### config.mk
export PLATFORM = sky130hd
export DESIGN_NAME = sprite_attr_ram
export DESIGN_NICKNAME = d
export VERILOG_FILES = /design/src/verilog/sprite_pkg.sv /design/src/verilog/sprite_attr_ram.sv
export VERILOG_INCLUDE_DIRS = /design/src /design/src/verilog
export SDC_FILE = /design/constraint.sdc
export NUM_CORES = 2
export LEC_CHECK = 0
export BUFFER_PORTS_ARGS = -buffer_cell sky130_fd_sc_hd__buf_4
export CAP_MARGIN = 20
export CORE_UTILIZATION = 50
export DETAILED_ROUTE_END_ITERATION = 8
export GPL_TIMING_DRIVEN = 0
export PLACE_DENSITY = 0.76
export SKIP_LAST_GASP = 1
export SLEW_MARGIN = 25
export SYNTH_ARGS = -nofsm -noshare
export SYNTH_HDL_FRONTEND = slang
export SYNTH_SLANG_ARGS = --single-unit
export TNS_END_PERCENT = 30
### constraint.sdc
create_clock -name clk -period 5.85 [get_ports clk]
set_clock_uncertainty 0.2 [all_clocks]
set_input_delay 1.17 -clock clk [delete_from_list [all_inputs] [get_ports clk]]
set_output_delay 1.17 -clock clk [all_outputs]
set_load 0.01 [all_outputs]
### src/verilog/sprite_cfg.svh
`ifndef SPRITE_CFG_SVH
`define SPRITE_CFG_SVH

`default_nettype none

// --------------------------------------------------
// sprite unit sizing
// --------------------------------------------------

`define SPR_COUNT   32     // entries in the attribute file
`define SPR_LINE_W  320    // visible pixels per scanline
`define SPR_MEM_AW  20     // pixel memory word address bits
`define SPR_PAL_N   16     // palettes of 16 colours each

`default_nettype wire

`endif

### src/verilog/sprite_pkg.sv
`include "sprite_cfg.svh"
`default_nettype none

package sprite_pkg;

	// --------------------------------------------------
	// widths
	// --------------------------------------------------
	typedef logic [8:0] xpos_t;                    // pixel column
	typedef logic [8:0] line_t;                    // scanline number
	typedef logic [5:0] color_t;                   // display colour
	typedef logic [3:0] pix_idx_t;                 // index before palette
	typedef logic [3:0] pal_t;                     // palette select
	typedef logic [`SPR_MEM_AW-1:0] mem_addr_t;    // pixel memory word addr
	typedef logic [15:0] mem_word_t;
	typedef logic [4:0] spr_num_t;
	typedef logic [1:0] spr_mode_t;

	// colour modes
	localparam spr_mode_t MODE_OFF = 2'd0;   // sprite inactive
	localparam spr_mode_t MODE_4C = 2'd1;    // 8 pixels of 2 bits per word
	localparam spr_mode_t MODE_16C = 2'd2;   // 4 pixels of 4 bits per word

	// host write targets
	localparam logic TGT_ATTR = 1'b0;
	localparam logic TGT_PAL = 1'b1;

	// --------------------------------------------------
	// structs
	// --------------------------------------------------
	typedef struct packed {
		spr_mode_t mode;
		logic      flipx;
		logic      flipy;
		pal_t      pal;
		xpos_t     x;
		line_t     y;
		logic [5:0] width;   // in words
		logic [7:0] height;  // in lines
		mem_addr_t base;     // word address of row 0
	} sprite_attr_t;

	typedef struct packed {
		logic        valid;
		logic        target;
		logic [8:0]  index;
		logic [63:0] data;    // palette takes the low colour bits
	} host_wr_t;

	typedef struct packed {
		mem_addr_t addr;
	} fetch_req_t;

	typedef struct packed {
		mem_word_t data;
	} fetch_rsp_t;

	// one fetched word plus what the unpacker needs to place it
	typedef struct packed {
		mem_word_t word;
		spr_mode_t mode;
		pal_t      pal;
		logic      flipx;
		xpos_t     start;   // reload position on first word
		logic      first;
	} word_job_t;

	typedef enum logic [2:0] {
		ST_IDLE,
		ST_READ_ATTR,
		ST_CHECK,
		ST_FETCH,
		ST_WAIT_DONE
	} eng_state_t;

endpackage

`default_nettype wire

### src/verilog/sprite_attr_ram.sv
`include "sprite_cfg.svh"
`default_nettype none

// sprite attribute file, one packed entry per sprite
module sprite_attr_ram (
	input  wire                           clk,
	input  wire sprite_pkg::host_wr_t     host_wr,
	input  wire sprite_pkg::spr_num_t     rd_num,
	output sprite_pkg::sprite_attr_t      rd_attr
);

	sprite_pkg::sprite_attr_t mem [`SPR_COUNT];
	logic attr_we;

	// only attribute writes land here
	assign attr_we = host_wr.valid && (host_wr.target == sprite_pkg::TGT_ATTR);

	always_ff @(posedge clk)
	begin
		if (attr_we)
			mem[sprite_pkg::spr_num_t'(host_wr.index)] <=
				host_wr.data[$bits(sprite_pkg::sprite_attr_t)-1:0];
		rd_attr <= mem[rd_num];    // one cycle read
	end

endmodule

`default_nettype wire

* Word level (Yosys, flattened, before mapping)
Memory sizes are Yosys's and may differ from the RTL's. A register that Yosys moved wholly into a read port is not among the register bits. Index checks and enable logic that the tools add are counted.
Storage, ports and cells: RAM bits 1920, flip-flop bits (word level) 0, input bits 81, output and inout bits 60, word-level logic and storage cells 5, memories 1
Operators by class: reductions and logical operators 1, bitwise operators 1, mux-type cells 2
Memory list:
- mem | depth 32, width 60, read ports 1, clocked after memory_dff 1, wr ports 1, line sprite_attr_ram.sv:12 | sprite_pkg::sprite_attr_t mem [`SPR_COUNT];
Operators with widths (number):
- 2-to-1 mux 1 bit | 2
- logical AND 1 bit | 1
- NOT 1 bit | 1

* Depth between registers and ports, before layout
depth in word-level cells 4, mapped depth 8, gate-level depth less buffers 5

* Worst setup path after synthesis
Ideal clock, no wire load.
kind input port to flip-flop, start input port host_wr[73] (netlist bit), end memory mem[26][0] (netlist bit), enable pin, path buffers 1, required time 5172 ps, setup time 478 ps, arrival time 4464 ps, path slack 707 ps, cell stages on the path 4, cell sequence nand2b_1 or3b_2 clkbuf_1 nor2_1
Between the ends: word-level cells in the longest chain between the ends 4
RTL lines:
- from (decl) | line sprite_attr_ram.sv:7 | input wire sprite_pkg::host_wr_t host_wr,
- NOT 1 bit | line sprite_attr_ram.sv:16 | assign attr_we = host_wr.valid && (host_wr.target == sprite_pkg::TGT_ATTR);
- logical AND 1 bit | line sprite_attr_ram.sv:16
- 2-to-1 mux 1 bit | line sprite_attr_ram.sv:20 | if (attr_we)
- 2-to-1 mux 1 bit (not written as such) | line sprite_attr_ram.sv:21 | mem[sprite_pkg::spr_num_t'(host_wr.index)] <=
- to (decl) | line sprite_attr_ram.sv:12
Every way passes these cells.

* Worst setup path after layout
start input port host_wr[73] (netlist bit), end memory mem[22][57] (netlist bit), enable pin
The elaborated chain is that of the path after synthesis.

==> impl_metrics.py <==
metrics = {
    "power_and_ir_drop": {
        "p_per_area_nw_per_um2": 333.4,
        "p_int_w": 0.02313,
        "power.share.clock_pct": 40.9,
        "peakVddDrop_uv": 333.9,
        "power.leakage_nw": 30.74,
        "p_sw_share_pct": 20.95,
        "total_switching_power_w": 0.006132,
        "p_seq_share_pct": 53.8,
        "pwr-share-comb_pct": 5.4,
        "totalPowerFinal_w": 0.02927,
    },
    "yosys": {
        "yosys_warnings": 0,
        "syn_nets": 4279,
        "netlist_area_sq_um": 75880,
        "ys_seq_elements": 1980,
        "synthCells": 4198,
        "ys_types": 27,
        "ys_seq_area_share_pct": 77.56,
        "avgSynthCellArea_sq_um": 18.08,
    },
    "grt": {
        "grt_pass1_wl_um": 262100,
        "grt_usage_pct": 23.55,
        "grt_antenna_before_repair": 9,
        "grt_max_degree": 33,
        "grt_pass1_vias": 40132,
        "grt-ovfl-total": 0,
    },
    "finish": {
        "fill_cells": 10617,
        "drive_gt1_share_pct": 14.30,
        "multi_input_area_sq_um": 15670,
        "instances_no_fill": 6790,
        "nets": 4691,
        "fin_util_pct": 58.41,
        "design_area_sq_um": 87790,
        "syn_to_final_growth_pct": 15.69,
        "final-seq-area_sq_um": 58860,
    },
    "floorplan": {
        "start_util_pct": 50.48,
        "core_sq_um": 150300,
        "fp.dieH_um": 391.6,
        "fp-row-count": 142,
        "die_w_um": 391.6,
        "die-area_sq_um": 153300,
        "ios": 141,
    },
    "critical_path": {
        "max_stage_delay_ns": 0.75,
        "cp-end-kind": "register",
        "crit_chain": "buf_4 -> nand2b_1 -> or3b_2 -> clkbuf_1 -> nor2_4 -> buf_12 -> buf_12",
        "rr_worst_depth": 5,
        "critPathMaxFanout": 21,
        "cp-start-kind": "input port",
        "critPathKind": "in2reg",
        "timing.critical_path.from": "host_wr[73]",
        "r2r-start": "mem[7][18]",
        "critPathSlowestCell": "nor2_4",
        "path_common_cell": "buf_12",
        "arrival_ns": 3.72,
        "critical_path_required_ns": 6.15,
    },
    "route": {
        "dr.pass1.iters": 6,
        "finalWirelength_um": 181000,
        "initialDrtViolationCount": 4941,
        "vias_per_cell": 5.901,
        "antenna_left": 0,
        "wl_per_cell_um": 26.66,
        "vias": 40068,
        "drc": 0,
    },
    "timing": {
        "post-route-period-util_pct": 58.49,
        "rsz0062_at_grt": "no",
        "fin_crit_ns": 3.422,
        "fin_setup_tns_ns": 0,
        "worst_pin_slew_ns": 1.069,
        "setup_viol": 0,
        "relSlewSlack_pct": 28.75,
        "slew_violations": 0,
        "fmaxAchievable_mhz": 292.2,
        "hold_viol_final": 0,
    },
    "cts": {
        "cts_tree": "done",
        "cts_root_buffer": "clkbuf_16",
        "clock_latency_ns": 0.82,
        "numCtsBuffers": 187,
        "clkSinkCount": 1980,
        "hold_buffers": 0,
        "clk_path_buf_depth": 3,
        "ctsResizeCount": 0,
        "h-tree-depth": 4,
        "clk_pin_slew_ns": 0.06,
        "post_cts_buffers": 0,
    },
    "place": {
        "dpl_cell_area_sq_um": 81700,
        "place_congestion": 0.8180,
        "port_buffers": 131,
        "place_hpwl_um": 114900,
        "post-place-cells": 6435,
    },
    "hold_path": {
        "holdPathStages": 4,
        "hold_class": "reg2reg",
        "min_from": "mem[11][25]",
    },
    "run": {
        "cap_viol_max_count": 0,
    },
    "outcome": {
        "status": "finished, final reports clean",
    },
}
power groups by stage:
stage | combinational (W) | sequential, W | clock [W]
5_1_grt | 0.00166 | 0.0157 | 0.0126
3_3_place_gp | 0.00149 | 0.0160 | 0
3_5_place_dp | 0.00156 | 0.0160 | 0
6_report | 0.00157 | 0.0157 | 0.0120
4_1_cts | 0.00157 | 0.0157 | 0.0121
2_1_floorplan | 0.000786 | 0.0161 | 0
synthesized netlist by cell type, drive strengths merged:
cell | number | area share, %
a21oi | 180 | 1.2
or2 | 1 | 0.0082
a22o | 120 | 1.4
dfxtp | 60 | 1.6
and2 | 1 | 0.0082
nand4b | 1 | 0.012
buf | 160 | 1.6
edfxtp | 1920 | 76
or3 | 2 | 0.016
nand3b | 3 | 0.030
nand2 | 183 | 0.91
nand2b | 3 | 0.025
or3b | 3 | 0.035
nor3 | 60 | 0.40
a31oi | 60 | 0.49
mux2i | 960 | 13
clkbuf | 83 | 0.46
nand3 | 181 | 1.2
nor2 | 35 | 0.18
a22oi | 180 | 1.8
nor2b | 2 | 0.016
through the flow:
step / hold slack, ns / setup WS (ns)
6_report: 0.4211 / 2.428
2_1_floorplan: 0.3537 / 0.7073
3_5_place_dp: 0.4189 / 1.433
4_1_cts: 0.4315 / 2.249
3_3_place_gp: 0.4079 / -2.669
5_1_grt: 0.4553 / 2.330
critical path: cells and delay by family:
family	cells	cell delay, ns
AND/OR/NAND/NOR	3	1.45
buffers and inverters	4	1.05
placed cells by master, fill, tap and decap left out, types with 2 or more instances in the layout:
master,synthesis,layout
clkinv_8,0,3
nand3b_1,3,3
nor2_4,0,32
nor2b_1,2,2
nor3_1,60,60
clkinv_2,0,28
or3_1,2,2
clkinv_1,0,38
buf_8,1,5
a21oi_1,180,180
nand2_1,183,182
nand2b_1,3,3
nor2_1,34,2
mux2i_1,960,960
clkbuf_1,74,128
a31oi_1,60,60
nand3_1,181,181
bufinv_16,0,18
a22oi_1,180,180
clkinvlp_4,0,3
buf_12,0,48
clkinv_4,0,4
clkbuf_16,0,194
buf_4,44,175
clkbuf_8,0,3
diode_2,0,5
buf_16,0,38
buf_1,6,4
buf_6,54,56
buf_2,55,57
a22o_1,120,120
inv_6,0,3
or3b_2,3,3
edfxtp_1,1920,1920
dfxtp_1,60,60
clkbuf_4,9,9
area by class of cell:
cell class	instances	area share [%]
diodes	5	0.01425
plain buffers	243	1.821
clock buffers	251	5.808
clock inverters	97	1.089
multi-input cells	1975	17.85
flip-flops and latches	1980	67.04
well taps	2016	2.873
repair buffers	223	3.500
sequential cells by signal (all words and copies together), names as in the netlist:
| name | cells |
|---|---|
| rd_attr | 60 |
| mem | 1920 |
path summary, 6_finish.rpt:
| path | end | slack, ns |
|---|---|---|
| worst max register to register | rd_attr[18] | 3.94 |
| worst max-delay path | mem[22][57] | 2.43 |
| worst min-delay path | rd_attr[25] | 0.42 |
| worst min register to register | rd_attr[25] | 0.42 |
kinds of logic after synthesis:
| kind of cell | after synthesis | synth area share (%) |
|---|---|---|
| multiplexers | 960 | 12.66 |
| buffers and inverters | 243 | 2.104 |
| flip-flops | 1980 | 77.56 |
| AND/OR/NAND/NOR | 475 | 2.821 |
| AO/OA/AOI/OAI | 540 | 4.848 |
metal layers:
layer	wire length [um]	part of all wire, %	track usage (%)	vias to the layer above
li1	-	-	-	17534
met1	68330	38	30.14	20215
met2	88190	49	38.72	1915
met3	16210	9.0	4.820	398
met4	8226	4.5	10.82	6
met5	40	0.022	0	-
Note: power is estimated with default switching activity, not from simulation.
