$ cat src/verilog/sprite_cfg.svh
`ifndef SPRITE_CFG_SVH
`define SPRITE_CFG_SVH

`default_nettype none

// --------------------------------------------------
// sprite unit sizing
// --------------------------------------------------

`define SPR_COUNT   32     // entries in the attribute file
`define SPR_LINE_W  320    // visible pixels per scanline
`define SPR_MEM_AW  20     // pixel memory word address bits
`define SPR_PAL_N   16     // palettes of 16 colours each

`default_nettype wire

`endif

$ cat src/verilog/sprite_pkg.sv
`include "sprite_cfg.svh"
`default_nettype none

package sprite_pkg;

	// --------------------------------------------------
	// widths
	// --------------------------------------------------
	typedef logic [8:0] xpos_t;                    // pixel column
	typedef logic [8:0] line_t;                    // scanline number
	typedef logic [5:0] color_t;                   // display colour
	typedef logic [3:0] pix_idx_t;                 // index before palette
	typedef logic [3:0] pal_t;                     // palette select
	typedef logic [`SPR_MEM_AW-1:0] mem_addr_t;    // pixel memory word addr
	typedef logic [15:0] mem_word_t;
	typedef logic [4:0] spr_num_t;
	typedef logic [1:0] spr_mode_t;

	// colour modes
	localparam spr_mode_t MODE_OFF = 2'd0;   // sprite inactive
	localparam spr_mode_t MODE_4C = 2'd1;    // 8 pixels of 2 bits per word
	localparam spr_mode_t MODE_16C = 2'd2;   // 4 pixels of 4 bits per word

	// host write targets
	localparam logic TGT_ATTR = 1'b0;
	localparam logic TGT_PAL = 1'b1;

	// --------------------------------------------------
	// structs
	// --------------------------------------------------
	typedef struct packed {
		spr_mode_t mode;
		logic      flipx;
		logic      flipy;
		pal_t      pal;
		xpos_t     x;
		line_t     y;
		logic [5:0] width;   // in words
		logic [7:0] height;  // in lines
		mem_addr_t base;     // word address of row 0
	} sprite_attr_t;

	typedef struct packed {
		logic        valid;
		logic        target;
		logic [8:0]  index;
		logic [63:0] data;    // palette takes the low colour bits
	} host_wr_t;

	typedef struct packed {
		mem_addr_t addr;
	} fetch_req_t;

	typedef struct packed {
		mem_word_t data;
	} fetch_rsp_t;

	// one fetched word plus what the unpacker needs to place it
	typedef struct packed {
		mem_word_t word;
		spr_mode_t mode;
		pal_t      pal;
		logic      flipx;
		xpos_t     start;   // reload position on first word
		logic      first;
	} word_job_t;

	typedef enum logic [2:0] {
		ST_IDLE,
		ST_READ_ATTR,
		ST_CHECK,
		ST_FETCH,
		ST_WAIT_DONE
	} eng_state_t;

endpackage

`default_nettype wire

$ cat src/verilog/pixel_unpack.sv
`include "sprite_cfg.svh"
`default_nettype none

module pixel_unpack (
	input  wire                         clk,
	input  wire                         reset,
	input  wire                         job_valid,
	input  wire sprite_pkg::word_job_t  job,
	output logic                        job_ready,
	output sprite_pkg::pal_t            pal_sel,
	output sprite_pkg::pix_idx_t        pal_idx,
	input  wire sprite_pkg::color_t     pal_color,
	output logic                        wr_en,
	output sprite_pkg::xpos_t           wr_addr,
	output sprite_pkg::color_t          wr_color
);

	logic busy;
	logic [2:0] cnt;                 // pixels left in word minus one
	sprite_pkg::mem_word_t shreg;
	logic mode16;
	logic flipx;
	sprite_pkg::pal_t pal;
	logic [9:0] pos;                 // extra bit so runs past the edge clip
	logic take;
	logic pix_ok;

	assign job_ready = !busy;
	assign take = job_valid && !busy;

	// msb first
	assign pal_sel = pal;
	assign pal_idx = mode16 ? shreg[15:12] : {2'b00, shreg[15:14]};
	assign pix_ok = busy && (pal_idx != '0) && (pos < `SPR_LINE_W);    // 0 is transparent

	assign wr_color = pal_color;    // palette output lines up with wr_en

	always_ff @(posedge clk)
	begin
		if (reset)
		begin
			busy <= 1'b0;
			wr_en <= 1'b0;
		end
		else
		begin
			wr_en <= pix_ok;
			if (take)
			begin
				busy <= 1'b1;
				cnt <= (job.mode == sprite_pkg::MODE_16C) ? 3'd3 : 3'd7;
			end
			else if (busy)
			begin
				if (cnt == 3'd0)
					busy <= 1'b0;
				cnt <= cnt - 1'b1;
			end
		end
	end

	// --------------------------------------------------
	// shifter and running position
	// --------------------------------------------------
	always_ff @(posedge clk)
	begin
		if (take)
		begin
			shreg <= job.word;
			mode16 <= (job.mode == sprite_pkg::MODE_16C);
			flipx <= job.flipx;
			pal <= job.pal;
			if (job.first)
				pos <= {1'b0, job.start};    // else continue from last word
		end
		else if (busy)
		begin
			shreg <= mode16 ? (shreg << 4) : (shreg << 2);
			pos <= flipx ? (pos - 1'b1) : (pos + 1'b1);
		end
		wr_addr <= pos[8:0];
	end

endmodule

`default_nettype wire

$ cat config.mk
export PLATFORM = sky130hd
export DESIGN_NAME = pixel_unpack
export DESIGN_NICKNAME = d
export VERILOG_FILES = /design/src/verilog/sprite_pkg.sv /design/src/verilog/pixel_unpack.sv
export VERILOG_INCLUDE_DIRS = /design/src /design/src/verilog
export SDC_FILE = /design/constraint.sdc
export NUM_CORES = 1
export LEC_CHECK = 0
export ABC_AREA = 1
export BUFFER_PORTS_ARGS = -buffer_cell sky130_fd_sc_hd__buf_2
export CAP_MARGIN = 5
export CORE_MARGIN = 2
export CORE_UTILIZATION = 50
export DETAILED_ROUTE_END_ITERATION = 10
export GPL_ROUTABILITY_DRIVEN = 0
export GPL_TIMING_DRIVEN = 1
export PLACE_DENSITY_LB_ADDON = 0.15
export RECOVER_POWER = 50
export SYNTH_ARGS = -nofsm -noshare
export SYNTH_HDL_FRONTEND = slang
export SYNTH_SLANG_ARGS = --single-unit
$ cat constraint.sdc
create_clock -name clk -period 5.1 [get_ports clk]
set_input_delay 0.51 -clock clk [delete_from_list [all_inputs] [get_ports clk]]
set_output_delay 0.51 -clock clk [all_outputs]
set_load 0.005 [all_outputs]
Yosys cells after proc, flatten, opt, wreduce, memory -nomap -nowiden
Cells that the tools add are included.

Register bits after elaboration: 46. Latch bits: 0. Memory bits (writable): 0. Memory bits (read-only): 0. Input port bits: 42. Output and inout port bits: 25. Word-level logic and storage cells: 39. Memories: 0.

Add/subtract/negate cells: 3. $mul: 0. Div/mod/pow operators: 0. Magnitude comparators: 1. Eq/ne operators: 2. Shift operators: 0. Multiplexer cells: 14. Bitwise logic cells: 1. Reduce and logical (&&, ||, !) cells: 9.

Operator list (number): $mux 16 (3); $mux 10 (4); $add 10x1->10 const B (1); $lt 10x9->1 const B (1); $sub 10x1->10 const B (1); $mux 3 (3); $mux 4 (1); $reduce_and 2->1 (2); $reduce_bool 4->1 (1); $logic_and 1x1->1 (3); $logic_not 3->1 (1); $mux 1 (3); $sub 3x1->3 const B (1); $eq 2x2->1 const B (1); $ne 2x2->1 const B (1); $reduce_bool 2->1 (1); $logic_not 1->1 (1); $not 1->1 (1).

Depth between registers and ports, before layout
Depth after elaboration: 4. Gate-level depth with buffers: 10.

Worst setup path before layout
Ideal clock, no wire load.

Kind: reg2reg. Start: reg flipx. End: reg pos[4], data pin. Arrival: 1476 ps. Required time: 4847 ps. Path slack: 3371 ps. Cell stages (with the launch flop): 7. Buffers on the path: 0. Cell sequence: edfxtp_1 > fa_1 > nand3_1 > nand2_1 > or2_0 > nand3_1 > nand2_1.

Word-level cells in the longest chain between the ends: 3.

Ends and longest elaborated chain: from (decl) (line pixel_unpack.sv:22) `logic flipx;`; from (signal assigned) (line pixel_unpack.sv:71) `flipx <= job.flipx;`; $mux 10 (line pixel_unpack.sv:79) `pos <= flipx ? (pos - 1'b1) : (pos + 1'b1);`; $mux 10 (line pixel_unpack.sv:76) `else if (busy)`; $mux 10 (line pixel_unpack.sv:67) `if (take)`; to (signal assigned) (line pixel_unpack.sv:74) `pos <= {1'b0, job.start};`; to (signal assigned) (line pixel_unpack.sv:79); to (decl) (line pixel_unpack.sv:24) `logic [9:0] pos;`.

Every way passes these cells. The select of a mux whose other input is x is not followed. A chain may end at the register's enable or synchronous reset.

Worst setup path in the final report
Start: reg mode16. End: out pal_idx[0].

Word-level cells in the longest chain between the ends: 1.

Ends and longest elaborated chain: from (decl) (line pixel_unpack.sv:21) `logic mode16;`; from (signal assigned) (line pixel_unpack.sv:70) `mode16 <= (job.mode == sprite_pkg::MODE_16C);`; $mux 4 (line pixel_unpack.sv:33) `assign pal_idx = mode16 ? shreg[15:12] : {2'b00, shreg[15:14]};`; to (decl) (line pixel_unpack.sv:11) `output sprite_pkg::pix_idx_t pal_idx,`.

Every way passes these cells.

==> flow_results.org <==
** Status
- Status :: completed

** Timing
- The number of failing hold endpoints at the final stage came to 0.
- In the finished design, the share of the clock period the worst path needs comes to 41.2%.
- Setup total negative slack on the finished layout was measured at 0 ns.
- The clock arrives with 0.00447 ns of skew.
- Final hold analysis gives a worst-case slack of 0.378 ns.
- Max Transition Viols Final :: 0
- The routed design could run at a clock period as short as 2.10 ns.
- Max-slew headroom at the worst pin :: 46.9%
- Setup repair after global routing left no endpoint under its margin.
- Minimum setup slack in the final design :: 3.00 ns
- Final setup violation count :: 0
- At the pin with the least slew margin, the transition time is 0.795 ns.
- Timing would allow up to 0.475 GHz.

** Clocking
- Clock-pin slew was measured on the worst setup and hold paths at 0.08 ns.
- The tree built by TritonCTS fans out to 46 sinks.
- The number of hold buffers added after CTS was 0.
- At the later pin of the worst-skew pair, clock insertion delay measures 0.30 ns.
- TritonCTS built the clock tree.
- H-Tree Depth :: 2
- Master cell of the clock root buffer :: clkbuf_8
- Maximum number of buffers from clock root to sink :: 2
- Number of cells upsized or downsized after cts :: 0
- Once the clock tree was built, the setup fixing pass inserted 0 buffers.
- Buffers inserted during clock tree synthesis total 5.

** Synthesis
- Adder-cell area share of the yosys netlist :: 6.08%
- Multiplexer area fraction after synthesis :: 0%
- Summed over all instances, the cell type with the most area after synthesis is edfxtp_1.
- After synthesis the netlist holds a flip-flop and latch count of 46.
- Sequential element share of the synthesized area :: 53.2%
- Count of distinct cell types in the synthesized netlist :: 26
- During synthesis, Yosys emitted a total of 0 warnings.
- After synthesis, the largest family of logic cells by area is simple AND/OR/NAND/NOR gates.
- Summing the areas of all xor and xnor instances in the mapped netlist gives 1.10% of the synthesized area.
- After synthesis, the largest area contributor takes up 44.0% of total cell area.
- Averaged over all synthesized cells, the footprint is 8.87 um2.
- Synthesis handed over a netlist of 269 instances.
- Summing the areas of all and, or, nand and nor instances in the mapped netlist gives 22.4% of the synthesized area.
- Post-synthesis compound-gate area fraction :: 8.44%
- Area of the mapped netlist :: 0.00239 mm2
- Yosys attributes the largest share of cell area to edfxtp_1 (44%), nand2_1 (13%), dfxtp_1 (9.2%).
- The number of nets handed over by synthesis was 322.

** Worst setup path
- Setup slack of the most critical reg-to-reg path :: 3.14 ns
- Among the stages of the critical path, the cell type that occurs most often is nand2_1.
- Worst EP arrival :: 1.59 ns
- Worst Setup Start Kind :: flip-flop
- The critical path ends at pal_idx[0].
- The most critical setup path has its startpoint at mode16.
- Worst-case reg-to-reg path depth :: 7
- Stage delay of the slowest cell on the critical path :: 0.72 ns
- Maximum fanout encountered on the critical timing path :: 17
- Slowest stage cell on the critical path :: edfxtp_1
- The worst setup path is of the reg -> out kind.
- The worst register-to-register path ends at pos[7].
- Cell-by-cell trace of the critical path :: inv_2 -> nand2_1 -> nand2_1 -> buf_2
- In this run the critical register-to-register path is launched from flipx.
- Worst Path Required :: 4.59 ns
- Element type at the critical path end :: primary output

** Finish
- The repair_antennas step left the layout with diodes totalling 0.
- Final net count :: 369
- The finished layout holds 371 standard cells, fillers aside.
- In the layout the commonest cells are nand2_1 (85), buf_2 (48), edfxtp_1 (35).
- Layout cells sized above 1 :: 20.8%
- Leaving out fill and tap cells, the most frequent cell in the layout is nand2_1.
- At the end of the flow the core is filled with cells to 58.2%.
- From synthesis to final layout, the design area changed by 13.7%.
- Layout filler cell count :: 441

** Routing
- After the first detailed-routing iteration, the DRC count stood at 95.
- Total iterations of the first detailed-routing run :: 4
- Dividing the detail-routed via count by the number of cells gives 4.94.
- The detailed router placed 1831 vias in this run.
- After detailed routing, the number of remaining DRC violations is 0.
- For this block, the routed nets add up to 4.56 mm of wire.
- The count of nets left with antenna violations once routing finished came out at 0.
- Wirelength per Cell :: 12.3 um

** Place
- Before CTS, the worst setup slack after placement is 2.90 ns.
- Detailed placement HPWL :: 3.26 mm
- Input and output buffers added on the ports amount to 54.
- The number of placed instances, taps included, is 363.

** GRT
- The number of antenna violations at the first check in global routing came to 0.
- Vias in the first global route :: 1673
- Entering global routing, the biggest net connects 38 pins.
- After global routing the overflow that remains totals 0.
- Global-route wire length before repair :: 7.31 mm
- Total track usage :: 18.2%

** Flow run
- The tool flagged a number of max-cap violations equal to 0.

** Power
- For this design the static power due to leakage is 0.00130 uW.
- Worst IR drop on VDD :: 0.169 mV
- Power per standard cell area :: 351 mW/mm2

** Floorplan
- I/O pin count :: 67
- From left edge to right edge, the die measures 73.1 um.
- The initial utilization of the core area, before any placement, comes to 51.2%.
- Floorplan die area :: 0.00534 mm2
- Cell Rows :: 25
- Measured along the y axis, the die boundary spans 73.1 um.
- Placeable core region :: 0.00466 mm2

** Hold path
- The worst hold path begins at job[12].
- Class of the tightest hold or removal check :: in -> reg
- Depth of the worst hold-timing path :: 1
[layout make-up]
cell class                      instances  area [um2]  area share (%)
Clock buffer                            7        86.3            3.18
Clock inverter                          1        5.00           0.184
Inverter                               30         113            4.15
Multi-Input combinational cell        179         908            33.5
Sequential cell                        46        1270            46.8
Tap cell                               54        67.6            2.49
Timing Repair Buffer                   54         263            9.68
[worst min path at each step]
stage	to	slack, ns
floorplan	wr_addr[2]	0.35
detailed placement	wr_addr[3]	0.38
CTS	pal_sel[1]	0.37
global placement	wr_addr[3]	0.36
finish	pal_sel[1]	0.38
global route	flipx	0.37
[power by group]
part | total [uW] | leakage (uW) | switching (uW) | internal, uW
registers | 496 | 0.000439 | 28.7 | 467
clock network | 229 | 0.0000482 | 120 | 109
logic | 228 | 0.000815 | 135 | 92.9
total | 953 | 0.00130 | 284 | 670
[worst max-delay path: cells and delay by family (launching register included)]
family / cells / cell delay [ns]
buffers and inverters: 2 / 0.39
DFF: 1 / 0.72
and+or+nand+nor: 2 / 0.18
[sequential cells by signal (all words and copies together), names as in the netlist]
| signal | cells |
|---|---|
| flipx | 1 |
| busy | 1 |
| wr_addr | 9 |
| cnt | 3 |
| pos | 10 |
| mode16 | 1 |
| wr_en | 1 |
| pal_sel | 4 |
| shreg | 16 |
[through the flow]
stage	instance area [um2]	power [uW]
floorplan	2390	668
global placement	2630	727
detailed placement	2630	734
CTS	2720	961
global route	2710	1010
finish	2710	953
[synthesized netlist by cell type]
master and n:
nor2_4 2, inv_2 4, nand4_1 2, ha_1 10, fa_1 1, or2_0 1
nor2_2 1, nor3_1 1, a31oi_1 2, nand3_1 8, nor2_1 19, edfxtp_1 35
o21ai_0 7, nand3_2 1, a21oi_2 1, buf_4 10, buf_2 4, dfxtp_1 11
a21oi_1 28, inv_1 26, xnor2_1 2, nand2_1 85, xor2_1 1, nand2_2 2
o21ai_1 1, nand3b_1 4
[logic make-up after synthesis]
| logic type | count (synthesis) |
|---|---|
| and+or+nand+nor | 126 |
| DFF | 46 |
| buffers and inverters | 44 |
| AOI/OAI and AO/OA | 39 |
| adders and majority gates | 11 |
| xor gates and xnor gates | 3 |
[layer usage]
| metal | wire length (um) | up-vias | share of wire, % | global-route usage (%) |
|---|---|---|---|---|
| met4 | 80 | 0 | 1.8 | 7.41 |
| met3 | 234 | 8 | 5.1 | 4.83 |
| li1 | - | 966 | - | - |
| met1 | 2160 | 811 | 47 | 23.8 |
| met5 | 0 | - | 0 | 0 |
| met2 | 2090 | 46 | 46 | 28.7 |
Power figures use the tool's default switching activity.
