`src/verilog/sprite_cfg.svh`:
```
`ifndef SPRITE_CFG_SVH
`define SPRITE_CFG_SVH

`default_nettype none

// --------------------------------------------------
// sprite unit sizing
// --------------------------------------------------

`define SPR_COUNT   32     // entries in the attribute file
`define SPR_LINE_W  320    // visible pixels per scanline
`define SPR_MEM_AW  20     // pixel memory word address bits
`define SPR_PAL_N   16     // palettes of 16 colours each

`default_nettype wire

`endif

```
`src/verilog/sprite_pkg.sv`:
```
`include "sprite_cfg.svh"
`default_nettype none

package sprite_pkg;

	// --------------------------------------------------
	// widths
	// --------------------------------------------------
	typedef logic [8:0] xpos_t;                    // pixel column
	typedef logic [8:0] line_t;                    // scanline number
	typedef logic [5:0] color_t;                   // display colour
	typedef logic [3:0] pix_idx_t;                 // index before palette
	typedef logic [3:0] pal_t;                     // palette select
	typedef logic [`SPR_MEM_AW-1:0] mem_addr_t;    // pixel memory word addr
	typedef logic [15:0] mem_word_t;
	typedef logic [4:0] spr_num_t;
	typedef logic [1:0] spr_mode_t;

	// colour modes
	localparam spr_mode_t MODE_OFF = 2'd0;   // sprite inactive
	localparam spr_mode_t MODE_4C = 2'd1;    // 8 pixels of 2 bits per word
	localparam spr_mode_t MODE_16C = 2'd2;   // 4 pixels of 4 bits per word

	// host write targets
	localparam logic TGT_ATTR = 1'b0;
	localparam logic TGT_PAL = 1'b1;

	// --------------------------------------------------
	// structs
	// --------------------------------------------------
	typedef struct packed {
		spr_mode_t mode;
		logic      flipx;
		logic      flipy;
		pal_t      pal;
		xpos_t     x;
		line_t     y;
		logic [5:0] width;   // in words
		logic [7:0] height;  // in lines
		mem_addr_t base;     // word address of row 0
	} sprite_attr_t;

	typedef struct packed {
		logic        valid;
		logic        target;
		logic [8:0]  index;
		logic [63:0] data;    // palette takes the low colour bits
	} host_wr_t;

	typedef struct packed {
		mem_addr_t addr;
	} fetch_req_t;

	typedef struct packed {
		mem_word_t data;
	} fetch_rsp_t;

	// one fetched word plus what the unpacker needs to place it
	typedef struct packed {
		mem_word_t word;
		spr_mode_t mode;
		pal_t      pal;
		logic      flipx;
		xpos_t     start;   // reload position on first word
		logic      first;
	} word_job_t;

	typedef enum logic [2:0] {
		ST_IDLE,
		ST_READ_ATTR,
		ST_CHECK,
		ST_FETCH,
		ST_WAIT_DONE
	} eng_state_t;

endpackage

`default_nettype wire

```
`src/verilog/sprite_engine.sv`:
```
`include "sprite_cfg.svh"
`default_nettype none

module sprite_engine (
	input  wire                           clk,
	input  wire                           reset,
	input  wire                           line_start,
	input  wire                           frame_start,
	output sprite_pkg::spr_num_t          attr_num,
	input  wire sprite_pkg::sprite_attr_t attr,
	output logic                          fetch_valid,
	output sprite_pkg::fetch_req_t        fetch_req,
	input  wire                           fetch_ready,
	input  wire                           rsp_valid,
	input  wire sprite_pkg::fetch_rsp_t   rsp,
	output logic                          rsp_ready,
	output logic                          job_valid,
	output sprite_pkg::word_job_t         job,
	input  wire                           job_ready
);

	sprite_pkg::eng_state_t state;
	sprite_pkg::line_t build_line;     // line under construction
	sprite_pkg::spr_num_t num;
	logic restart;                     // leave wait_done into a new scan
	logic drop;                        // pending response belongs to an aborted line
	logic outstanding;
	logic first_pend;
	sprite_pkg::mem_addr_t addr;
	logic [5:0] words_left;
	sprite_pkg::spr_mode_t cur_mode;
	sprite_pkg::pal_t cur_pal;
	logic cur_flipx;
	sprite_pkg::xpos_t cur_start;

	sprite_pkg::line_t row_raw;
	logic [7:0] row_sel;
	logic [13:0] row_ofs;
	sprite_pkg::xpos_t span;
	logic visible;
	logic last_num;
	logic issue;
	logic fetch_take;
	logic rsp_take;

	assign attr_num = num;
	assign rsp_ready = outstanding;    // only while a request is out
	assign fetch_take = fetch_valid && fetch_ready;
	assign rsp_take = rsp_valid && rsp_ready;
	assign last_num = (num == sprite_pkg::spr_num_t'(`SPR_COUNT - 1));

	// --------------------------------------------------
	// visibility and row address
	// --------------------------------------------------
	assign row_raw = build_line - attr.y;
	assign visible = (attr.mode != sprite_pkg::MODE_OFF) && (attr.width != '0)
		&& (build_line >= attr.y) && (row_raw < {1'b0, attr.height});
	assign row_sel = attr.flipy ? (attr.height - 8'd1 - row_raw[7:0]) : row_raw[7:0];
	assign row_ofs = row_sel * attr.width;
	// sprite width in pixels
	assign span = (attr.mode == sprite_pkg::MODE_16C) ? {1'b0, attr.width, 2'b00}
		: {attr.width, 3'b000};

	// one word at a time, and never while the job register is full
	assign issue = (state == sprite_pkg::ST_FETCH) && !fetch_valid && !outstanding && !job_valid;

	always_ff @(posedge clk)
	begin
		if (reset)
		begin
			state <= sprite_pkg::ST_IDLE;
			build_line <= '0;
			num <= '0;
			restart <= 1'b0;
			drop <= 1'b0;
			outstanding <= 1'b0;
			fetch_valid <= 1'b0;
			job_valid <= 1'b0;
			first_pend <= 1'b0;
		end
		else
		begin
			// handshakes proceed in every state
			if (fetch_take)
			begin
				fetch_valid <= 1'b0;
				outstanding <= 1'b1;
			end
			if (job_valid && job_ready)
				job_valid <= 1'b0;
			if (rsp_take)
			begin
				outstanding <= 1'b0;
				drop <= 1'b0;
				if (!drop && !line_start)
					job_valid <= 1'b1;    // word into job register
			end

			if (line_start)
			begin
				build_line <= frame_start ? '0 : build_line + 1'b1;
				num <= '0;
				job_valid <= 1'b0;            // queued word is for the old line
				if (fetch_valid || (outstanding && !rsp_take))
					drop <= 1'b1;             // its response still comes back
				restart <= 1'b1;
				state <= sprite_pkg::ST_WAIT_DONE;
			end
			else
			begin
				case (state)
					sprite_pkg::ST_IDLE: ;
					sprite_pkg::ST_READ_ATTR:
						state <= sprite_pkg::ST_CHECK;    // attr ram latency
					sprite_pkg::ST_CHECK:
					begin
						if (visible)
						begin
							first_pend <= 1'b1;
							state <= sprite_pkg::ST_FETCH;
						end
						else if (last_num)
							state <= sprite_pkg::ST_WAIT_DONE;
						else
						begin
							num <= num + 1'b1;
							state <= sprite_pkg::ST_READ_ATTR;
						end
					end
					sprite_pkg::ST_FETCH:
					begin
						if (issue)
						begin
							fetch_valid <= 1'b1;
							first_pend <= 1'b0;
							if (words_left == 6'd1)    // last word of this row
							begin
								if (last_num)
									state <= sprite_pkg::ST_WAIT_DONE;
								else
								begin
									num <= num + 1'b1;
									state <= sprite_pkg::ST_READ_ATTR;
								end
							end
						end
					end
					sprite_pkg::ST_WAIT_DONE:
					begin
						// drain request, response and job before moving on
						if (!fetch_valid && !outstanding && !job_valid)
						begin
							state <= restart ? sprite_pkg::ST_READ_ATTR : sprite_pkg::ST_IDLE;
							restart <= 1'b0;
						end
					end
					default: state <= sprite_pkg::ST_IDLE;
				endcase
			end
		end
	end

	// --------------------------------------------------
	// address, sprite fields and job payload
	// --------------------------------------------------
	always_ff @(posedge clk)
	begin
		if (state == sprite_pkg::ST_CHECK)
		begin
			addr <= attr.base + sprite_pkg::mem_addr_t'(row_ofs);
			words_left <= attr.width;
			cur_mode <= attr.mode;
			cur_pal <= attr.pal;
			cur_flipx <= attr.flipx;
			cur_start <= attr.flipx ? (attr.x + span - 1'b1) : attr.x;    // right edge
		end
		if (issue)
		begin
			fetch_req.addr <= addr;
			addr <= addr + 1'b1;
			words_left <= words_left - 1'b1;
			// job register is free here so the word's context goes in now
			job.mode <= cur_mode;
			job.pal <= cur_pal;
			job.flipx <= cur_flipx;
			job.start <= cur_start;
			job.first <= first_pend;
		end
		if (rsp_take)
			job.word <= rsp.data;
	end

endmodule

`default_nettype wire

```
`config.mk`:
```
export PLATFORM = sky130hd
export DESIGN_NAME = sprite_engine
export DESIGN_NICKNAME = d
export VERILOG_FILES = /design/src/verilog/sprite_pkg.sv /design/src/verilog/sprite_engine.sv
export VERILOG_INCLUDE_DIRS = /design/src /design/src/verilog
export SDC_FILE = /design/constraint.sdc
export NUM_CORES = 1
export LEC_CHECK = 0
export ABC_AREA = 0
export BUFFER_PORTS_ARGS = -buffer_cell sky130_fd_sc_hd__clkbuf_2
export CAP_MARGIN = 20
export CORE_MARGIN = 4
export CORE_UTILIZATION = 26
export CTS_CLUSTER_SIZE = 10
export DETAILED_ROUTE_END_ITERATION = 7
export PLACE_DENSITY = 0.49
export SETUP_SLACK_MARGIN = 0.5
export SLEW_MARGIN = 20
export SYNTH_ARGS = -nofsm -noshare
export SYNTH_HDL_FRONTEND = slang
export SYNTH_SLANG_ARGS = --single-unit
```
`constraint.sdc`:
```
create_clock -name clk -period 8.4 [get_ports clk]
set_input_delay 0.42 -clock clk [delete_from_list [all_inputs] [get_ports clk]]
set_output_delay 0.42 -clock clk [all_outputs]
set_load 0.005 [all_outputs]
```
# Yosys cells after proc, flatten, opt, wreduce, memory -nomap -nowiden
# Cells that the tools add are included.
# totals
reg_bits	118
in_bits	83
out_inout_bits	61
elab_cells	125
# op_classes
add_sub_neg	10
mul	1
magnitude_cmp	2
n_eq_ne	16
n_mux	37
bitwise_logic	2
reduce_logical	34
# ops
operator	count
$mux 20	2
$mux 9	3
$add 20x1->20 const B	1
$add 20x14->20	1
$mux 5	4
$mux 3	6
$mux 1	16
$reduce_and 4->1	4
$pmux 3 s5	1
$mul 8x6->14	1
$logic_and 1x1->1	13
$mux 6	2
$ne 2x2->1 const B	5
$pmux 5 s2	1
$reduce_bool 2->1	5
$add 9x1->9 const B	1
$add 9x9->9	1
$ge 9x9->1	1
$lt 9x8->1	1
$sub 9x1->9 const B	1
$sub 9x9->9	1
$mux 8	1
$sub 8x1->8 const B	1
$sub 8x8->8	1
other kinds (19)	28

# Longest topological paths before layout
# Gate-level depths: netlist (run 1).
# depth
depth_word	7
depth_mapped	31
depth_no_buf	31

# Least setup slack after synthesis (run 1)
# Ideal clock, no wire load.
# synth_path
path_kind	input -> register
startpoint	input attr[34] (netlist name)
endpoint	register addr[15], data pin
setup_time_ns	0.270
t_arrival_ns	6.263
required_ns	8.130
slack_ns	1.867
cell_stages	28
path_buffers	0
cell_sequence	ha_1 inv_1 fa_1 inv_1 fa_1 a21o_1 a21oi_1 o21bai_1 a21oi_1 xnor2_1 mux2_2 and2_1 fa_1 inv_1 fa_1 inv_1 fa_1 inv_1 fa_1 inv_1 ha_1 nand3_1 nor2_1 o31ai_1 a21oi_1 a21oi_1 xor2_1 a21oi_1
# synth_via
elab_chain_len	7
# synth_lines
element	line	source
from (decl)	sprite_engine.sv:10	input wire sprite_pkg::sprite_attr_t attr,
$sub 9x9->9 (*)	sprite_engine.sv:55	assign row_raw = build_line - attr.y;
$sub 8x8->8	sprite_engine.sv:58	assign row_sel = attr.flipy ? (attr.height - 8'd1 - row_raw[7:0]) : row_raw[7:0];
$mux 8 (*)	sprite_engine.sv:58	
$mul 8x6->14 (*)	sprite_engine.sv:59	assign row_ofs = row_sel * attr.width;
$add 20x14->20 (*)	sprite_engine.sv:170	addr <= attr.base + sprite_pkg::mem_addr_t'(row_ofs);
$mux 20 (*)	sprite_engine.sv:168	if (state == sprite_pkg::ST_CHECK)
$mux 20 (*)	sprite_engine.sv:177	if (issue)
to (signal assigned)	sprite_engine.sv:170	
to (signal assigned)	sprite_engine.sv:180	addr <= addr + 1'b1;
to (decl)	sprite_engine.sv:29	sprite_pkg::mem_addr_t addr;
# Every way passes the cells marked *; elsewhere a longest branch is shown, timed or not. The select of a mux whose other input is x is not followed.
# A chain may end at the register's enable or synchronous reset.

# Worst setup path after layout (run 1)
# layout_path
startpoint	register build_line[0]
endpoint	register addr[15], data pin
# layout_via
elab_chain_len	7
# layout_lines
element	line	source
from (decl)	sprite_engine.sv:23	sprite_pkg::line_t build_line;
from (signal assigned)	sprite_engine.sv:101	build_line <= frame_start ? '0 : build_line + 1'b1;
$sub 9x9->9 (*)	sprite_engine.sv:55	
$sub 8x8->8	sprite_engine.sv:58	
$mux 8 (*)	sprite_engine.sv:58	
$mul 8x6->14 (*)	sprite_engine.sv:59	
$add 20x14->20 (*)	sprite_engine.sv:170	
$mux 20 (*)	sprite_engine.sv:168	
$mux 20 (*)	sprite_engine.sv:177	
# Marks and branches as above.

==> qor.csv, run 1 <==
stage,metric,value,unit
cells_and_area,share of layout cells above drive strength 1,0.1954,
floorplan,io pins,144,
route,DR top layer,met5,
placed_design,gpl congestion,0.8302,
sta,final hold slack,0.1839,ns
setup_path,critical path required time,8.55,ns
setup_path,Crit-path slowest cell,fa_1,
synth,Syn Area/Cell,9.914,sq um
synth,Syn Nets,1033,
clock_network,TritonCTS Sinks,118,
synth,#FFs+latches synth,118,
setup_path,critical path arrival,7.34,ns
synth,async set-reset flop share out of synthesis,0,
global_routing,vias in the first global route,6148,
setup_path,CP peak stage delay,0.52,ns
sta,final hold vios,0,
sta,# setup viols final,0,
global_routing,global route overflow,0,
run_status,status,"finished, final reports clean",
clock_network,CTS buffer count,17,
cells_and_area,# fillers,3289,
clock_network,Max clock buf depth,2,
route,vias per inst,4.302,
cells_and_area,"most common cell after layout, fill and taps aside",clkbuf_2,
sta,Fin Setup TNS,0,ns
sta,Clock Skew,0.01041,ns
setup_path,CP Class,flop to flop,
route,DRT met1 WL,9109,um
cells_and_area,P&R area growth vs syn,21.28,%
pwr,peak supply drop,0.1482,mV
synth,Post-synth EDFFs,95,
cells_and_area,final net count,1180,
synth,Mapped Area,0.008308,sq mm
worst_hold_path,Hold WC Path Type,input pin to flop,
setup_path,Critical Path Fanout Max,8,
sta,crit path time final,7.192,ns
cells_and_area,most frequent cells in the layout,"clkbuf_2, inv_1, edfxtp_1",
route,WL met3,997,um
clock_network,# H-tree levels,4,
floorplan,die extent in x,186.8,um
clock_network,CTS tree,done,
synth,main flop type after synthesis,edfxtp_1,
synth,sequential area share after synthesis,0.3988,
pwr,Pwr Density,255.0,mW/mm^2
route,wire per inst,13.74,um
sta,setup ws final,1.208,ns
clock_network,clk_lat worst skew,0.42,ns
sta,Worst Tran Pin Value,0.9777,ns
global_routing,initial antenna violation count,4,
route,DR DRC count,0,
setup_path,Worst path most repeated cell,inv_1,
route,Detailed Route Iter0 Violations,235,
placed_design,post-detail-place hpwl,15190,um
placed_design,PortBufs,143,
clock_network,Root Buffer,clkbuf_16,
sta,Max-slew headroom,0.3413,
synth,synth unique cells,61,
route,DRT Pass-1 Iters,4,
setup_path,reg2reg setup slack,1.21,ns
synth,Syn Inst Count,838,
floorplan,core footprint,0.03156,sq mm
sta,RSZ-0062 raised after global routing,no,
sta,final period utilization,0.8562,
global_routing,global-route wire length before repair,32150,um
global_routing,largest net degree at the start of global routing,53,
global_routing,Tot GR Track Use,0.1146,
route,Post-DRT Antenna Nets,0,
placed_design,dpl ws,1.028,ns
route,DRT Wirelength,19250,um
setup_path,Worst setup SP type,flop,
floorplan,row count,65,
route,vias,6027,
pwr,LEAKAGE,0.004495,uW
sta,final slew viol count,0,
floorplan,total die area,0.03488,sq mm
clock_network,Worst-path clk slew,0.06,ns
job,number of max-cap violations,0,
sta,f_max,139.0,MHz
floorplan,starting density of the core,0.2633,
setup_path,CP endpoint kind,flop,
route,DR WL met2,8886,um
synth,YS warnings,0,
pwr,total power draw,2569,uW
floorplan,Die Ht,186.8,um
worst max-delay path, delay by kind of cell, from the launching register on:
kind                       cells  cell delay, ns
buffers and inverters          7            0.39
xor gates and xnor gates       3            0.56
adders and majority gates      8            3.27
DFF                            1            0.36
AOI/OAI and AO/OA              5            1.33
and+or+nand+nor                7            0.66
muxes                          1            0.32
kinds of logic after synthesis:
family,after synthesis,synth area share
adders and majority gates,112,0.2039
xor gates and xnor gates,58,0.06114
and+or+nand+nor,259,0.1541
muxes,9,0.01099
AOI/OAI and AO/OA,140,0.1069
DFF,118,0.3988
buffers and inverters,142,0.06416
metal layers:
layer / GRT usage / up-vias
li1: - / 3145
met1: 0.1497 / 2757
met2: 0.1876 / 105
met3: 0.03217 / 14
met4: 0.03072 / 6
met5: 0 / -
synth_stat cells (22+ instances only):
master,n,area [sq um]
o21ai_0,44,220.2
fa_1,39,780.8
edfxtp_1,95,2853
xor2_1,22,192.7
a21oi_1,43,215.2
xnor2_1,36,315.3
dfxtp_1,23,460.4
nor2_1,58,217.7
ha_1,73,913.4
inv_1,124,465.5
nand2_1,77,289.0
power breakdown:
part           switching (uW)  internal [uW]
sequential               1.57            692
clock                     276            437
combinational             655            508
path summary, 6_finish.rpt:
kind / from / endpoint / depth (start not counted)
setup reg to reg: build_line[0]$_SDFFE_PP0P_ / addr[15]$_DFFE_PP_ / 31
hold reg to reg: cur_flipx$_DFFE_PP_ / job[10]$_DFFE_PP_ / 0
hold / removal: rsp[9] / job[26]$_DFFE_PP_ / 1
setup / recovery: build_line[0]$_SDFFE_PP0P_ / addr[15]$_DFFE_PP_ / 31
what timing repair did:
item / 4_1_cts / 5_1_grt
hold buffers: 0 / 0
resized for setup: 0 / 1
setup endpoints to repair: 0 / 1
buffers inserted: 0 / 0
endpoints found under the hold margin: 0 / 0
registers in the layout (all words and copies together), names as in the netlist, 2 cells and up:
signal,count
addr,20
state,3
cur_start,9
words_left,6
cur_pal,4
job,33
attr_num,5
build_line,9
cur_mode,2
fetch_req,20
per-stage QoR:
step / utilization / cells / area [sq um]
3_3_place_gp: 0.3006 / 1368 / 9485
2_1_floorplan: - / 838 / 8308
6_report: 0.3193 / 1401 / 10080
5_1_grt: 0.3193 / 1401 / 10080
4_1_cts: 0.3191 / 1400 / 10070
3_5_place_dp: 0.3006 / 1368 / 9485
layout make-up:
| class | instances | area (sq um) | area share |
|---|---|---|---|
| multi-input cells | 578 | 4469 | 0.4436 |
| well taps | 402 | 503.0 | 0.04992 |
| flip-flops and latches | 118 | 3313 | 0.3288 |
| inverters | 124 | 466.7 | 0.04632 |
| diodes | 1 | 2.502 | 0.0002484 |
| clock inverters | 15 | 157.7 | 0.01565 |
| repair buffers | 146 | 738.2 | 0.07326 |
| clock buffers | 17 | 425.4 | 0.04222 |
No activity file was read; power rests on OpenSTA's default activity.
==> run 2: changes to the inputs <==
--- a/config.mk
+++ b/config.mk
@@ -6,8 +6,8 @@
 export SDC_FILE = /design/constraint.sdc
 export NUM_CORES = 1
 export LEC_CHECK = 0
-export ABC_AREA = 0
-export BUFFER_PORTS_ARGS = -buffer_cell sky130_fd_sc_hd__clkbuf_2
+export ABC_AREA = 1
+export BUFFER_PORTS_ARGS = -buffer_cell sky130_fd_sc_hd__buf_2
 export CAP_MARGIN = 20
 export CORE_MARGIN = 4
 export CORE_UTILIZATION = 26
==> qor.csv, run 2 <==
stage,metric,value,unit
route,WL met3,648,um
sta,crit path time final,6.632,ns
route,DR WL met2,10860,um
synth,Synth area leaders,"edfxtp_1, ha_1, fa_1, nand2_1, inv_1",
sta,final slew viol count,0,
synth,Synth Area in Adders,0.1965,
global_routing,largest net degree at the start of global routing,62,
setup_path,Worst Setup SP,build_line[0]$_SDFFE_PP0P_,
pwr,Comb power frac,0.479,
global_routing,global-route wire length before repair,35290,um
route,DRT Pass-1 Iters,5,
run_status,status,"finished, final reports clean",
cells_and_area,Largest regs,"job: 33 flops, addr: 20 flops, fetch_req: 20 flops",
route,DR top layer,met4,
clock_network,postcts setup bufs,0,
route,vias,6724,
setup_path,critical path required time,8.57,ns
synth,main flop type after synthesis,edfxtp_1,
floorplan,die extent in x,190.1,um
floorplan,Die Ht,190.1,um
setup_path,critical path arrival,6.81,ns
route,Post-DRT Antenna Nets,0,
global_routing,initial antenna violation count,0,
pwr,peak supply drop,0.1740,mV
synth,Post-synth EDFFs,95,
placed_design,PortBufs,143,
pwr,switch share,0.3911,
clock_network,Max clock buf depth,2,
cells_and_area,Multi-input gate area,0.004541,sq mm
synth,Syn Area/Cell,8.702,sq um
setup_path,CP endpoint kind,flop,
synth,#FFs+latches synth,118,
pwr,Clock Power Share,0.268,
cells_and_area,Ant. Diodes,0,
sta,# setup viols final,0,
sta,Fin Setup TNS,0,ns
sta,final hold vios,0,
setup_path,Reg-to-Reg End,addr[16]$_DFFE_PP_,
cells_and_area,max reg flops,33,
pwr,Flop pwr share,0.253,
worst_hold_path,Hold WC Path Type,input pin to flop,
route,DRT Wirelength,21690,um
clock_network,clk_lat worst skew,0.43,ns
clock_network,CTS tree,done,
sta,Clock Skew,0.01781,ns
global_routing,vias in the first global route,6720,
setup_path,worst flop-to-flop path startpoint,build_line[0]$_SDFFE_PP0P_,
placed_design,DP Area,0.009869,sq mm
clock_network,# H-tree levels,4,
synth,YS warnings,0,
clock_network,TritonCTS Sinks,118,
synth,post-synthesis compound-gate area fraction,0.09025,
floorplan,core footprint,0.03262,sq mm
clock_network,Root Buffer,clkbuf_16,
synth,Syn Inst Count,991,
synth,XOR/XNOR share of the synthesized area,0.03932,
global_routing,global route overflow,0,
floorplan,row count,66,
cells_and_area,final net count,1341,
pwr,LEAKAGE,0.004933,uW
sta,f_max,150.8,MHz
synth,Syn Nets,1186,
cells_and_area,# fillers,3516,
sta,RSZ-0062 raised after global routing,no,
synth,Synth top cells by count,"nand2_1, inv_1, edfxtp_1",
setup_path,Worst setup SP type,flop,
route,DR DRC count,0,
pwr,cell-internal power,1662,uW
placed_design,post-detail-place hpwl,17400,um
route,wire per inst,13.55,um
setup_path,cell count of the worst reg-to-reg path,34,
placed_design,dpl ws,1.695,ns
floorplan,starting density of the core,0.2644,
clock_network,CTS buffer count,17,
synth,Mapped Area,0.008623,sq mm
sta,Worst Tran Pin Value,0.8874,ns
clock_network,hold-fix buffers at CTS,0,
pwr,NetSw,1067,uW
sta,final period utilization,0.7896,
cells_and_area,Reg with most FFs,job,
cells_and_area,most frequent cells in the layout,"nand2_1, inv_1, buf_2",
placed_design,gpl congestion,0.8250,
setup_path,CP peak stage delay,0.54,ns
synth,synth unique cells,52,
synth,largest family of logic cells by synthesized area,simple AND/OR/NAND/NOR gates,
global_routing,Tot GR Track Use,0.1228,
synth,most common cell in the netlist,nand2_1,
synth,largest area contributor in the netlist,edfxtp_1,
clock_network,post_cts resized,0,
route,Detailed Route Iter0 Violations,372,
synth,Simple-Gate Fraction of Synth Area,0.1994,
synth,Yosys top cell area share,0.3308,
route,vias per inst,4.200,
synth,multiplexer share of the synthesized area,0.001161,
synth,sequential area share after synthesis,0.3842,
route,DRT met1 WL,9877,um
setup_path,Crit-path slowest cell,fa_1,
cells_and_area,share of layout cells above drive strength 1,0.1907,
job,number of max-cap violations,0,
clock_network,Worst-path clk slew,0.05,ns
pwr,Pwr Density,260.9,mW/mm^2
floorplan,total die area,0.03614,sq mm
cells_and_area,FF/Latch Area,0.003313,sq mm
sta,Max-slew headroom,0.4077,
floorplan,io pins,144,
setup_path,critical path endpoint,addr[16]$_DFFE_PP_,
setup_path,Critical Path Fanout Max,6,
setup_path,reg2reg setup slack,1.77,ns
cells_and_area,P&R area growth vs syn,21.30,%
setup_path,Worst path most repeated cell,nand2_1,
sta,setup ws final,1.768,ns
synth,async set-reset flop share out of synthesis,0,
setup_path,CP Class,flop to flop,
cells_and_area,final instance area,0.01046,sq mm
cells_and_area,"most common cell after layout, fill and taps aside",nand2_1,
==> run 2: layout make-up <==
cell class                 count  share of cell area
multi-input combinational    670              0.4341
clock inverter                 7            0.005861
sequential                   118              0.3167
inverter                     193             0.06926
tap                          442             0.05287
timing repair buffer         146             0.07057
clock buffer                  25             0.05060
==> run 2: layer usage <==
| layer | track usage | vias up |
|---|---|---|
| met3 | 0.02165 | 16 |
| met4 | 0.03561 | 0 |
| met5 | 0 | - |
| met1 | 0.1573 | 3110 |
| li1 | - | 3505 |
| met2 | 0.2126 | 93 |
==> run 2: power by group through the flow <==
stage	registers [uW]	clock network, uW	logic, uW
after floorplan	703	0	1020
after global placement	703	0	1310
after detailed placement	703	0	1310
after CTS	691	751	1320
after global routing	691	778	1550
final	691	732	1310
==> run 2: worst min-delay path by stage <==
stage                              start                end  slack, ns  cells after the start
finish                            rsp[6]  job[23]$_DFFE_PP_       0.17                      1
global route                      rsp[3]  job[20]$_DFFE_PP_       0.15                      1
CTS                               rsp[7]  job[24]$_DFFE_PP_       0.15                      1
detailed placement  cur_pal[2]$_DFFE_PP_  job[13]$_DFFE_PP_       0.40                      0
global placement    cur_pal[0]$_DFFE_PP_  job[11]$_DFFE_PP_       0.40                      0
floorplan            cur_flipx$_DFFE_PP_  job[10]$_DFFE_PP_       0.40                      0
==> run 2: worst max-delay path, delay by kind of cell, from the launching register on <==
kind,cells,cell delay [ns]
buf+inv,5,0.36
xor+xnor,1,0.23
compound gates,7,0.99
fa+ha+maj,8,3.21
flops,1,0.32
simple gates,13,1.28
==> run 2: cell families after synthesis <==
kind of cell / after synthesis
compound gates: 134
xor+xnor: 37
simple gates: 386
buf+inv: 203
fa+ha+maj: 112
mux: 1
flops: 118
==> run 2: per-stage QoR <==
step                      instances  utilization  hold slack, ns  total power [uW]
after floorplan                 991            -          0.4003              1723
after global placement         1569       0.3026          0.4006              2011
after detailed placement       1569       0.3026          0.4045              2018
after CTS                      1601       0.3207          0.1492              2767
after global routing           1601       0.3207          0.1523              3018
final                          1601       0.3207          0.1699              2729
==> run 3: changes to the inputs <==
==> constraint.sdc (replaced) <==
create_clock -name clk -period 6.65 [get_ports clk]
set_input_delay 0.3325 -clock clk [delete_from_list [all_inputs] [get_ports clk]]
set_output_delay 0.3325 -clock clk [all_outputs]
set_load 0.005 [all_outputs]
==> qor.csv, run 3 (synthesis gave the netlist of run 2 again) <==
stage,metric,value,unit
run_status,status,"finished, final reports clean",
setup_path,worst flop-to-flop path startpoint,build_line[0]$_SDFFE_PP0P_,
setup_path,CP peak stage delay,0.54,ns
floorplan,core footprint,0.03262,sq mm
clock_network,CTS buffer count,17,
global_routing,met3 usage,0.02716,
clock_network,# H-tree levels,4,
sta,final period utilization,0.9134,
pwr,peak supply drop,0.3017,mV
pwr,LEAKAGE,0.005158,uW
global_routing,global-route wire length before repair,36220,um
setup_path,Worst setup SP type,flop,
sta,Max-slew headroom,0.3830,
clock_network,Max clock buf depth,2,
cells_and_area,Largest regs,"job: 33 flops, addr: 20 flops, fetch_req: 20 flops",
worst_hold_path,Worst Min Path Start,rsp[11],
global_routing,met1 usage,0.1578,
cells_and_area,max reg flops,33,
floorplan,die extent in x,190.1,um
sta,Clock Skew,0.02045,ns
route,vias,6881,
clock_network,hold-fix buffers at CTS,0,
route,DR DRC count,0,
placed_design,post-detail-place hpwl,17590,um
global_routing,met2 Track Usage GR,0.2214,
floorplan,io pins,144,
setup_path,Critical Path Fanout Max,4,
setup_path,Worst Setup SP,build_line[0]$_SDFFE_PP0P_,
cells_and_area,most frequent cells in the layout,"nand2_1, inv_1, buf_2",
clock_network,Worst-path clk slew,0.07,ns
setup_path,critical path arrival,6.27,ns
pwr,Pwr Density,381.8,mW/mm^2
floorplan,row count,66,
setup_path,Crit path max-delay family,adder cells,
cells_and_area,share of layout cells above drive strength 1,0.2915,
sta,Worst Tran Pin Value,0.9244,ns
global_routing,Tot GR Track Use,0.1268,
route,wire per inst,14.04,um
global_routing,global route overflow,0,
sta,final hold slack,0.06029,ns
setup_path,Crit-path slowest cell,fa_1,
cells_and_area,"most common cell after layout, fill and taps aside",nand2_1,
route,Post-DRT Antenna Nets,0,
pwr,total power draw,4296,uW
clock_network,clk_lat worst skew,0.44,ns
route,Detailed Route Iter0 Violations,285,
setup_path,"Buf+Inv Stages, Crit Path",7,
global_routing,initial antenna violation count,0,
sta,final slew viol count,0,
placed_design,PortBufs,143,
sta,# setup viols final,0,
sta,crit path time final,6.074,ns
setup_path,critical path required time,6.84,ns
sta,RSZ-0062 raised after global routing,yes,
floorplan,starting density of the core,0.2644,
route,DRT Wirelength,22880,um
global_routing,"Most Used Layer, Global Route",met2,
placed_design,gpl congestion,0.8081,
worst_hold_path,Hold WC Path Type,input pin to flop,
global_routing,largest net degree at the start of global routing,62,
clock_network,Root Buffer,clkbuf_16,
cells_and_area,P&R area growth vs syn,30.47,%
floorplan,Die Ht,190.1,um
setup_path,CP endpoint kind,flop,
sta,final hold vios,0,
cells_and_area,Reg with most FFs,job,
clock_network,CTS tree,done,
route,vias per inst,4.224,
sta,f_max,164.6,MHz
cells_and_area,final net count,1369,
route,DRT Pass-1 Iters,4,
job,number of max-cap violations,0,
setup_path,Worst path most repeated cell,nand2_1,
clock_network,TritonCTS Sinks,118,
cells_and_area,Ant. Diodes,0,
floorplan,total die area,0.03614,sq mm
setup_path,CP Class,flop to flop,
global_routing,vias in the first global route,6984,
run 3: per-layer routing:
metal | up-vias | share of wire
li1 | 3562 | -
met1 | 3209 | 0.44
met2 | 90 | 0.51
met3 | 20 | 0.029
met4 | 0 | 0.016
met5 | - | 0
run 3: timing repair:
action                     4_1_cts  5_1_grt
setup buffers                   16       12
pin swaps                       33       45
resized for setup               61       67
setup endpoints to repair       14       14
run 3: area by class of cell:
class	instances	area (sq um)
clock buffer	26	575.6
clock inverter	6	46.29
fill	3400	21370
inverter	193	729.5
multi-input combinational	670	5074
sequential	118	3321
tap	442	553.0
timing repair buffer	174	952.2
run 3: power by group:
part / internal, uW / switching [uW]
logic: 1100 / 1360
registers: 871 / 1.67
clock network: 602 / 365
run 3: path summary, 6_finish.rpt:
path | endpoint | slack [ns] | depth (start not counted)
setup reg to reg | addr[16]$_DFFE_PP_ | 0.58 | 32
setup / recovery | addr[16]$_DFFE_PP_ | 0.58 | 32
hold reg to reg | job[3]$_DFFE_PP_ | 0.42 | 0
hold / removal | job[28]$_DFFE_PP_ | 0.06 | 1
run 3: per-stage QoR:
step,util,worst slack [ns],area (sq um),TNS (ns),instances
2_1_floorplan,-,0.6085,8623,0,991
3_3_place_gp,0.3026,0.06815,9869,0,1569
3_5_place_dp,0.3026,-0.03387,9869,-0.07885,1569
4_1_cts,0.3345,0.4983,10910,0,1617
5_1_grt,0.3449,0.3217,11250,0,1629
6_report,0.3449,0.5758,11250,0,1629
